--- config.mk ---
export PLATFORM = sky130hd
export DESIGN_NAME = stringAccelTop
export DESIGN_NICKNAME = d
export VERILOG_FILES = /design/src/design/stringPkg.sv /design/src/design/stringAccelTop.sv /design/src/design/spliceEngine.sv /design/src/design/jobQueue.sv /design/src/design/stringAvalonSlave.sv
export SDC_FILE = /design/constraint.sdc
export NUM_CORES = 1
export LEC_CHECK = 0
export ABC_AREA = 1
export BUFFER_PORTS_ARGS = -buffer_cell sky130_fd_sc_hd__buf_2
export CAP_MARGIN = 20
export CORE_AREA = 10 10 199 201
export CTS_BUF_LIST = sky130_fd_sc_hd__clkbuf_8
export DETAILED_ROUTE_END_ITERATION = 8
export DIE_AREA = 0 0 209 211
export HOLD_SLACK_MARGIN = 0.15
export PLACE_DENSITY = 0.77
export SLEW_MARGIN = 10
export SYNTH_ARGS = -nofsm -noshare
export SYNTH_HDL_FRONTEND = slang
export SYNTH_SLANG_ARGS = --single-unit
--- constraint.sdc ---
create_clock -name clk -period 5.54 [get_ports clk]
set_clock_uncertainty 0.05 [all_clocks]
set_input_delay 1.108 -clock clk [delete_from_list [all_inputs] [get_ports clk]]
set_output_delay 1.108 -clock clk [all_outputs]
set_load 0.02 [all_outputs]
--- src/design/stringPkg.sv ---
// Shared types for the string splice accelerator
// Word, byte position, packed job and engine state types
// Avalon register map and control/status bit positions
package stringPkg;

   typedef logic [31:0] wordT;    // Bus and data word
   typedef logic [2:0]  bytePosT; // Start position or byte count
   typedef logic [69:0] jobT;     // {A, B, index, length}

   // Splice engine states
   typedef enum logic [1:0] {
      IDLE,
      SPLICE,
      FINISH
   } engineStateT;

   // Register map, word addresses
   localparam logic [1:0] ADDR_A      = 2'd0;
   localparam logic [1:0] ADDR_B      = 2'd1;
   localparam logic [1:0] ADDR_CTRL   = 2'd2; // Status on read
   localparam logic [1:0] ADDR_RESULT = 2'd3;

   // Control word fields (lsb positions)
   localparam int CTRL_GO     = 0;
   localparam int CTRL_INDEX  = 1; // 3 bits
   localparam int CTRL_LENGTH = 4; // 3 bits

   // Status word fields
   localparam int STAT_BUSY     = 0;
   localparam int STAT_FULL     = 1;
   localparam int STAT_OVERFLOW = 2;
   localparam int STAT_DONE     = 8; // 8-bit finished job count

endpackage
--- src/design/stringAccelTop.sv ---
// String accelerator top level
// Avalon slave feeding the job FIFO, splice engine draining it
module stringAccelTop
   import stringPkg::*;
#(
   parameter int queueDepth = 4 // Jobs waiting, power of two
) (
   input  logic       clk,
   input  logic       reset,
   input  logic [1:0] address,
   input  logic       chipselect,
   input  logic       read,
   input  logic       write,
   input  wordT       writedata,
   output wordT       readdata
);

   logic pushValid;
   jobT  pushJob;
   logic full;
   logic empty;
   jobT  headJob;
   logic pop;
   logic resultValid;
   wordT result;
   logic busy;

   stringAvalonSlave i_slave (
      .clk, .reset, .address, .chipselect, .read, .write, .writedata, .readdata,
      .pushValid, .pushJob, .full,
      .resultValid, .result, .busy
   );

   jobQueue #(.queueDepth(queueDepth)) i_queue (
      .clk, .reset,
      .pushValid, .pushJob,
      .pop, .headJob, .full, .empty
   );

   spliceEngine i_engine (
      .clk, .reset,
      .empty, .headJob, .pop,
      .resultValid, .result, .busy
   );

endmodule

--- src/design/spliceEngine.sv ---
// Splice engine FSM
// Pops one job, builds the result a byte per cycle
// Presents the finished word with a one-cycle resultValid
module spliceEngine
   import stringPkg::*;
(
   input  logic clk,
   input  logic reset,
   input  logic empty,
   input  jobT  headJob,
   output logic pop,
   output logic resultValid,
   output wordT result,
   output logic busy
);

   engineStateT state;
   jobT         curJob;   // Job being worked on
   bytePosT     pos;      // Result byte, 0 to 3
   wordT        work;
   wordT        jobA;
   wordT        jobB;
   bytePosT     jobIndex;
   bytePosT     jobLength;
   logic [3:0]  spanEnd;  // index + length, up to 14
   logic        inSpan;
   logic [1:0]  srcPos;   // Byte of B to take
   logic [7:0]  newByte;

   // Unpack current job
   assign jobA      = curJob[69:38];
   assign jobB      = curJob[37:6];
   assign jobIndex  = curJob[5:3];
   assign jobLength = curJob[2:0];

   // Splice rule, byte 0 sits in the top byte
   assign spanEnd = {1'b0, jobIndex} + {1'b0, jobLength};
   assign inSpan  = (pos >= jobIndex) && ({1'b0, pos} < spanEnd);
   assign srcPos  = 2'(pos - jobIndex); // Valid only when inSpan
   assign newByte = inSpan ? jobB[8*(3-srcPos) +: 8] : jobA[8*(3-pos[1:0]) +: 8];

   assign pop         = (state == IDLE) && !empty; // Head captured same cycle
   assign resultValid = (state == FINISH);
   assign result      = work;
   assign busy        = (state != IDLE);

   always_ff @(posedge clk or posedge reset) begin
      if (reset) begin
         state <= IDLE;
         pos   <= '0;
      end else begin
         case (state)
            IDLE: begin
               pos <= '0;
               if (!empty)
                  state <= SPLICE;
            end
            SPLICE: begin
               pos <= pos + 3'd1;
               if (pos == 3'd3)
                  state <= FINISH; // Last byte written this cycle
            end
            default: state <= IDLE; // FINISH lasts one cycle
         endcase
      end
   end

   // Job capture and working word
   always_ff @(posedge clk) begin
      if (pop)
         curJob <= headJob;
      if (state == SPLICE)
         work[8*(3-pos[1:0]) +: 8] <= newByte;
   end

endmodule

--- src/design/jobQueue.sv ---
// Job FIFO between bus slave and splice engine
// Circular buffer, read/write pointers and occupancy count
// Oldest entry always shown on headJob
module jobQueue
   import stringPkg::*;
#(
   parameter int queueDepth = 4 // Power of two
) (
   input  logic clk,
   input  logic reset,
   input  logic pushValid,
   input  jobT  pushJob,
   input  logic pop,
   output jobT  headJob,
   output logic full,
   output logic empty
);

   localparam int PTR_W = $clog2(queueDepth);

   jobT              mem [queueDepth];
   logic [PTR_W-1:0] wrPtr;
   logic [PTR_W-1:0] rdPtr;
   logic [PTR_W:0]   count; // One bit more than the pointers
   logic             doPush;
   logic             doPop;

   assign full  = (count == (PTR_W+1)'(queueDepth));
   assign empty = (count == '0);

   assign doPush = pushValid && !full;
   assign doPop  = pop && !empty;

   assign headJob = mem[rdPtr];

   // Storage, no reset on payload
   always_ff @(posedge clk) begin
      if (doPush)
         mem[wrPtr] <= pushJob;
   end

   always_ff @(posedge clk or posedge reset) begin
      if (reset) begin
         wrPtr <= '0;
         rdPtr <= '0;
         count <= '0;
      end else begin
         if (doPush)
            wrPtr <= wrPtr + 1'b1; // Wraps, depth is a power of two
         if (doPop)
            rdPtr <= rdPtr + 1'b1;
         // Push and pop together leave count alone
         if (doPush && !doPop)
            count <= count + 1'b1;
         else if (doPop && !doPush)
            count <= count - 1'b1;
      end
   end

endmodule

--- src/design/stringAvalonSlave.sv ---
// Avalon-MM slave of the string accelerator
// A, B and last result registers, status word build
// Job packing on a go write, overflow flag and done counter
module stringAvalonSlave
   import stringPkg::*;
(
   input  logic       clk,
   input  logic       reset,
   input  logic [1:0] address,
   input  logic       chipselect,
   input  logic       read,
   input  logic       write,
   input  wordT       writedata,
   output wordT       readdata,
   output logic       pushValid,
   output jobT        pushJob,
   input  logic       full,
   input  logic       resultValid,
   input  wordT       result,
   input  logic       busy
);

   logic       wrEn;
   logic       rdEn;
   logic       goWrite;
   wordT       regA;
   wordT       regB;
   wordT       lastResult;
   wordT       status;
   logic       overflow;
   logic [7:0] doneCount;
   bytePosT    ctrlIndex;
   bytePosT    ctrlLength;

   assign wrEn = chipselect && write; // No wait states
   assign rdEn = chipselect && read;

   // Go bit of a control write starts a job
   assign goWrite    = wrEn && (address == ADDR_CTRL) && writedata[CTRL_GO];
   assign ctrlIndex  = writedata[CTRL_INDEX +: 3];
   assign ctrlLength = writedata[CTRL_LENGTH +: 3];

   // Push in the same cycle, dropped when queue full
   assign pushValid = goWrite && !full;
   assign pushJob   = {regA, regB, ctrlIndex, ctrlLength};

   // Status word
   always_comb begin
      status                  = '0;
      status[STAT_BUSY]       = busy;
      status[STAT_FULL]       = full;
      status[STAT_OVERFLOW]   = overflow;
      status[STAT_DONE +: 8]  = doneCount;
   end

   // Data registers, written by the bus or the engine
   always_ff @(posedge clk) begin
      if (wrEn && (address == ADDR_A))
         regA <= writedata;
      if (wrEn && (address == ADDR_B))
         regB <= writedata;
      if (resultValid)
         lastResult <= result; // Only the newest result kept
   end

   // Sticky overflow and finished job count
   always_ff @(posedge clk or posedge reset) begin
      if (reset) begin
         overflow  <= 1'b0;
         doneCount <= '0;
      end else begin
         if (goWrite && full)
            overflow <= 1'b1; // Cleared only by reset
         if (resultValid)
            doneCount <= doneCount + 8'd1; // Wraps at 256
      end
   end

   // Read data, fixed latency of one
   always_ff @(posedge clk or posedge reset) begin
      if (reset) begin
         readdata <= '0;
      end else if (rdEn) begin
         case (address)
            ADDR_A:    readdata <= regA;
            ADDR_B:    readdata <= regB;
            ADDR_CTRL: readdata <= status;
            default:   readdata <= lastResult; // ADDR_RESULT
         endcase
      end
   end

endmodule

==> key figures, run 1 <==
Die
  – Die width: 209 um
  – Starting density of the core: 57.3%
  – Cell Rows: between 60 and 70
  – Die area: 0.0441 sq mm
  – Ports: 71
  – Die Span Y: about 210 um
  – CORE AREA: between 0.03 and 0.04 sq mm

Placed design
  – Cell count after placement: just under 2000
  – # port buffers: 70
  – Dpl ws: roughly 1.7 ns
  – HPWL after detailed placement: approximately 30 mm
  – GP Congestion: between 0.9 and 1

Critical path
  – Reg2reg start: i_engine.pos[0]$_DFFE_PP0P_
  – Reg2Reg Setup Slack: 2.40 ns
  – Data required, critical path: about 5.8 ns
  – CP peak stage delay: about 0.76 ns
  – CP dominant cell by count: inv_1
  – Worst Setup End Kind: register
  – Crit start category: input pin
  – Type of the worst setup path: in2reg
  – Crit-path cells: buf_2 > inv_1 > nand2_1 > inv_1 > nand4_1 > nor2_2 > inv_1 > nor2_4 > buf_4
  – Number of cells on the worst reg-to-reg path: 10
  – Max FO, Critical Path: 25
  – Worst EP arrival: 3.47 ns
  – R2r endpoint: i_engine.result[30]$_DFFE_PP_
  – CP max-delay cell: nor2_4

Cells and area
  – Final non-filler cell total: ~2100
  – Multi-input gate area: slightly above 0.004 sq mm
  – # diodes: 0
  – Layout cells sized above 1: 15.8%
  – Post-Route Utilization: about 65%
  – # fillers: between 2000 and 3000
  – Final nets: ~1600
  – Area growth from synthesis to layout: 12.5%
  – Register area: 0.0157 sq mm

Run status
  – Run status: finished, final reports clean

STA
  – Final min period: 3.23 ns
  – Worst setup slack after layout: around 2.3 ns
  – Achievable Freq: 310 MHz
  – Fin crit share: between 50% and 60%
  – Slew margin rel.: 25.6%
  – Slew @ Worst Pin: roughly 1.1 ns
  – Final setup viols: 0
  – Final Hold Vio Count: 0
  – Sum Neg Setup Slack: 0 ns
  – RSZ-0062 raised after global routing: no
  – Max Transition Viols Final: 0

Min path
  – Worst Hold Path Cells: 0
  – Worst Hold End: i_slave.lastResult[1]$_DFFE_PN_
  – Type of the worst min-delay path: reg2reg
  – Hold_sp: i_engine.result[1]$_DFFE_PP_

Clocking
  – Post-cts resize count: 0
  – H-tree levels: 3
  – Post-CTS setup buffer count: 0
  – Clock latency on the worst-skew pair: between 0.6 and 0.7 ns
  – CTS tree: built
  – # hold bufs at CTS: 0
  – CTS buffer count: approximately 80
  – Maximum buffer depth of the clock tree: 3
  – Root Driver: clkbuf_8
  – Clock transition at the registers of the reported paths: 0.07 ns
  – Sink Count: approximately 530

Global routing
  – Vias in the first global route: roughly 12000
  – Initial antenna violation count: 2
  – Largest net degree at the start of global routing: 93
  – First-pass GRT wire length: roughly 75 mm
  – Total global-route track usage: between 20% and 30%
  – Grt total ovfl: 0

Synthesis
  – Post-synthesis sequential area ratio: between 70% and 80%
  – Distinct cells, synth: 34
  – Top cells by area, synth: edfxtp_1 71%, dfrtp_1 6.5%, o21ai_0 4.3%
  – Syn Area/Cell: 13.8 sq um
  – Yosys warnings: 0
  – Net count after synthesis: ~1500
  – Yosys reg bits: about 530
  – Area leader, netlist: edfxtp_1
  – Top-count cell post-synth: edfxtp_1
  – Async S/R FF share, synth: under 10%
  – Post-synth EDFFs: roughly 480
  – Synth top area share: around 71%
  – Cell count after synthesis: about 1500
  – Top post-synthesis cells by count: 478 x edfxtp_1, 205 x nor2_1, 176 x nand2_1, 176 x o21ai_0, 72 x o22ai_1
  – Top_reg_cell synth: edfxtp_1
  – Mapped Area: 0.0203 sq mm

Routing
  – Drt wl/cell: 23.5 um
  – Drt via density: around 5.9
  – # DRC: 0
  – Via Count: around 12000
  – Routed Antenna Nets: 0
  – Initial DRC Count: 1360
  – DRT Pass-1 Iters: 5
  – Routed wire length: about 50 mm

Pwr
  – Leak pwr: about 8.1 nW
  – Maximum VDD drop: approximately 380 uV
  – Pwr per Cell Area: about 530 mW/mm^2

Run
  – Max Cap Viol: 0
-- area by class of cell --
type                            count  share of cell area (%)
Timing Repair Buffer               94                    2.38
Sequential cell                   531                    68.7
Clock inverter                     55                    1.49
Inverter                           72                    1.19
Tap cell                          461                    2.53
Clock buffer                       95                    5.73
Multi-Input combinational cell    795                    18.0
-- layer usage --
layer  global-route usage (%)  wire length, um  vias up
met1                     29.6            19500     6001
met4                     8.31             1420        2
met5                        0               13        -
li1                         -                -     5540
met3                     5.90             5270      103
met2                     34.9            23200      699
-- cell families (layout without fill, tap and decap cells) --
logic type	after synthesis	in the layout	share of synthesized area (%)
buffers and inverters	142	316	2.78
AO/OA/AOI/OAI	330	330	9.11
AND/OR/NAND/NOR	428	428	8.70
adder cells (fa/ha/maj)	23	23	1.49
flip-flops	531	531	77.3
XOR/XNOR	14	14	0.641
-- metrics by stage --
stage	power, mW	hold WS, ns	cell area [sq um]
after floorplan	7.83	0.350	20300
after global placement	8.86	0.359	21200
after detailed placement	8.95	0.355	21200
after CTS	12.2	0.364	22800
after global routing	12.9	0.378	22800
final	12.2	0.364	22800
-- worst max-delay path by stage --
stage               startpoint                            to  slack [ns]  cells past startpoint
floorplan           address[0]   i_queue.mem[0][0]$_DFFE_PP_        0.27                      7
global placement    address[0]  i_queue.mem[0][50]$_DFFE_PP_        1.80                      9
detailed placement  address[0]  i_queue.mem[0][50]$_DFFE_PP_        1.67                      9
CTS                 address[0]   i_queue.mem[0][3]$_DFFE_PP_        2.36                      9
global route        address[0]   i_queue.mem[0][3]$_DFFE_PP_        2.10                      9
finish              address[0]  i_queue.mem[0][51]$_DFFE_PP_        2.31                      9
-- placed cells by master, fill, tap and decap left out, types with 2 or more instances in the layout --
cell	count
edfxtp_1	478
nor2_1	199
nand2_1	176
o21ai_0	176
clkbuf_8	95
inv_1	76
o22ai_1	72
buf_2	70
dfrtp_1	51
a21oi_1	42
clkinv_1	23
buf_4	23
a31oi_1	21
ha_1	21
nand2_2	17
clkinv_2	16
nand3_1	12
nand3_2	10
xor2_1	9
a221oi_1	8
a32oi_1	8
nor2_4	7
inv_2	5
xnor2_1	4
bufinv_16	4
nor3_1	2
nand4_1	2
fa_1	2
clkinvlp_4	2
dfrtp_4	2
-- critical path, delay by kind of cell --
| kind | cells | cell delay (ns) |
|---|---|---|
| and+or+nand+nor | 4 | 1.31 |
| buffers and inverters | 5 | 1.03 |
-- flip-flops by register name, indices dropped and copies added (netlist names) --
signal / flops
i_slave.lastResult: 32
i_slave.readdata: 32
i_queue.mem: 280
i_queue.rdPtr: 2
i_slave.regB: 32
i_queue.wrPtr: 2
i_engine.result: 32
i_engine.state: 2
i_queue.count: 3
i_slave.doneCount: 8
i_slave.overflow: 1
i_slave.regA: 32
i_engine.curJob: 70
i_engine.pos: 3
-- report_power, final --
group	internal (mW)	switching (mW)	leakage [nW]
Clock	1.75	1.49	0.929
Combinational	0.986	2.42	2.23
Sequential	5.12	0.409	4.99
No activity file was read; power rests on OpenSTA's default activity.
==> inputs of run 2 (changes only) <==
==> constraint.sdc (replaced) <==
create_clock -name clk -period 2.7 [get_ports clk]
set_clock_uncertainty 0.05 [all_clocks]
set_input_delay 0.54 -clock clk [delete_from_list [all_inputs] [get_ports clk]]
set_output_delay 0.54 -clock clk [all_outputs]
set_load 0.02 [all_outputs]
==> key figures, run 2 (same netlist as run 1, synthesis figures left out) <==
Run status
  – Run status: finished, final reports clean

Routing
  – Via Count: 12737 (+3.2%)
  – Initial DRC Count: 1483 (+9.0%)
  – DRT Pass-1 Iters: 5 (unchanged)
  – Drt wl/cell: 23.1 um (-1.7%)
  – Drt via density: 5.92 (+0.78%)
  – Routed wire length: 49.8 mm (+0.61%)
  – # DRC: 0 (unchanged)
  – Routed Antenna Nets: 0 (unchanged)

Cells and area
  – Biggest regs: i_queue.mem: 280 flops, i_engine.curJob: 70 flops
  – Final nets: 1688 (+3.1%)
  – Biggest register: i_queue.mem
  – Commonest cells after routing, fill and taps aside: 478 x edfxtp_1, 199 x nor2_1, 176 x o21ai_0
  – Final non-filler cell total: 2153 (+2.4%)
  – Layout cells sized above 1: 16.1% (+0.37 points)
  – Post-Route Utilization: 66.0% (+1.5 points)
  – Most common cell after layout, fill and taps aside: edfxtp_1
  – Number of flip-flops in the largest register: 280 (unchanged)
  – Multi-input gate area: 0.00412 sq mm (+0.37%)
  – Area growth from synthesis to layout: 15.1%
  – Register area: 0.0157 sq mm (about the same)
  – # fillers: 2448 (-3.2%)

Critical path
  – CP dominant cell by count: nand2_1
  – Number of cells on the worst reg-to-reg path: 13 (+3)
  – Reg2Reg Setup Slack: 0.19 ns (-2.21 ns)
  – Crit start category: register
  – Crit. Startpoint: i_engine.curJob[0]$_DFFE_PP_
  – Data required, critical path: 3.12 ns (-2.66 ns)
  – Worst Setup End Kind: register
  – Worst EP arrival: 2.93 ns (-0.54 ns)
  – Type of the worst setup path: reg2reg
  – Crit-path cells: ha_1 > fa_1 > inv_1 > ha_1 > nand2_1 > nand2_1 > nand2_1 > nand2_1 > nand2_2 > nand3_1 > nand2_2 > nand3_2 > nor2_1
  – R2r endpoint: i_engine.result[11]$_DFFE_PP_
  – CP peak stage delay: 0.48 ns (-0.28 ns)
  – Reg2reg start: i_engine.curJob[0]$_DFFE_PP_
  – Max FO, Critical Path: 8 (-68%)
  – CP max-delay cell: fa_1

STA
  – RSZ-0062 raised after global routing: no
  – Worst setup slack after layout: 0.189 ns (-2.13 ns)
  – Final Hold Vio Count: 0 (unchanged)
  – Achievable Freq: between 300 and 400 MHz
  – Final min period: 2.51 ns
  – Slew @ Worst Pin: 1.08 ns (-0.0335 ns)
  – Fin crit share: 93.0%
  – Final setup viols: 0 (unchanged)
  – Slew margin rel.: 27.8% (+2.2 points)
  – Fin Hold WS: 0.210 ns (-0.154 ns)
  – Max Transition Viols Final: 0 (unchanged)

Pwr
  – Maximum VDD drop: 648 uV (+68%)
  – Pwr per Cell Area: 1070 mW/mm^2 (+100%)
  – Leak pwr: 8.36 nW (+2.6%)
  – Final Power: 25.0 mW (+110%)

Placed design
  – Cell count after placement: 1973 (+1.0%)
  – HPWL after detailed placement: 31.7 mm (+5.9%)
  – # port buffers: 70 (unchanged)
  – GP Congestion: 0.988 (+6.3%)
  – Dpl ws: 0.0979 ns (-1.57 ns)

Die
  – Cell Rows: 69 (unchanged)
  – Die area: 0.0441 sq mm (unchanged)
  – Starting density of the core: 57.3% (unchanged)
  – Die Span Y: 211 um (unchanged)
  – Ports: 71 (unchanged)
  – Die width: 209 um (unchanged)
  – CORE AREA: 0.0354 sq mm (unchanged)

Global routing
  – Initial antenna violation count: 3 (+1)
  – Vias in the first global route: 12652 (+1.7%)
  – Grt total ovfl: 0 (unchanged)
  – Largest net degree at the start of global routing: 78 (-16%)
  – Total global-route track usage: 22.3% (about the same)
  – First-pass GRT wire length: 75.4 mm (+0.95%)

Clocking
  – Post-CTS setup buffer count: 0 (unchanged)
  – Clock transition at the registers of the reported paths: 0.07 ns (about the same)
  – Sink Count: 531 (unchanged)
  – Root Driver: clkbuf_8
  – Maximum buffer depth of the clock tree: 3 (unchanged)
  – H-tree levels: 3 (unchanged)
  – CTS tree: built
  – CTS buffer count: 80 (-1.2%)
  – Clock latency on the worst-skew pair: 0.64 ns (+0.02 ns)

Min path
  – Worst Hold Path Cells: 1 (+1)
  – Hold_sp: writedata[4]
  – Type of the worst min-delay path: in2reg
  – Worst Hold End: i_slave.regA[4]$_DFFE_PP_

Run
  – Max Cap Viol: 0 (unchanged)
==> run 2: cell type report <==
class / count / area share [%]
Inverter: 72 / 1.20
Multi-Input combinational cell: 795 / 17.6
Sequential cell: 531 / 67.2
Timing Repair Buffer: 146 / 5.09
Antenna cell: 1 / 0.0107
Tap cell: 461 / 2.47
Clock buffer: 87 / 5.13
Clock inverter: 60 / 1.30
==> run 2: report_power, final <==
part           leakage, nW  switching (mW)  internal, mW  total, mW
sequential            4.99           0.731          10.5       11.2
clock                0.865            3.06          3.17       6.23
combinational         2.51            5.24          2.31       7.55
total                 8.36            9.03          16.0       25.0
==> run 2: routing by layer <==
layer	vias up	track usage (%)	part of all wire, %	wire (um)
li1	5645	-	-	-
met5	-	0	0.022	11
met1	6228	29.8	39	19500
met3	113	5.51	11	5500
met4	2	9.10	3.4	1680
met2	749	34.7	46	23100
==> run 2: what timing repair did <==
action,in CTS,in global routing
hold buffers,32,0
setup endpoints to repair,0,25
resized for setup,0,1
hold endpoints to repair,95,0
==> run 2: worst max path at each step <==
stage                                    endpoint  slack (ns)  cells after the start
CTS                 i_engine.result[28]$_DFFE_PP_        0.07                     13
detailed placement  i_engine.result[28]$_DFFE_PP_         0.1                     13
floorplan            i_queue.count[1]$_DFFE_PP0P_       -0.35                      9
finish              i_engine.result[11]$_DFFE_PP_        0.19                     13
global placement    i_engine.result[29]$_DFFE_PP_        0.15                     13
global route        i_engine.result[12]$_DFFE_PP_       0.006                     13
==> run 2: critical path: cells and delay by family, from the launching register on <==
family	cells	cell delay, ns
buffers and inverters	1	0.04
flip-flops	1	0.41
AND/OR/NAND/NOR	9	0.89
adder cells (fa/ha/maj)	3	0.97
==> run 2: metrics by stage <==
stage	TNS [ns]	instance area, sq um
floorplan	-0.648	20400
global placement	0	21500
detailed placement	0	21500
CTS	0	23300
global route	0	23400
finish	0	23400
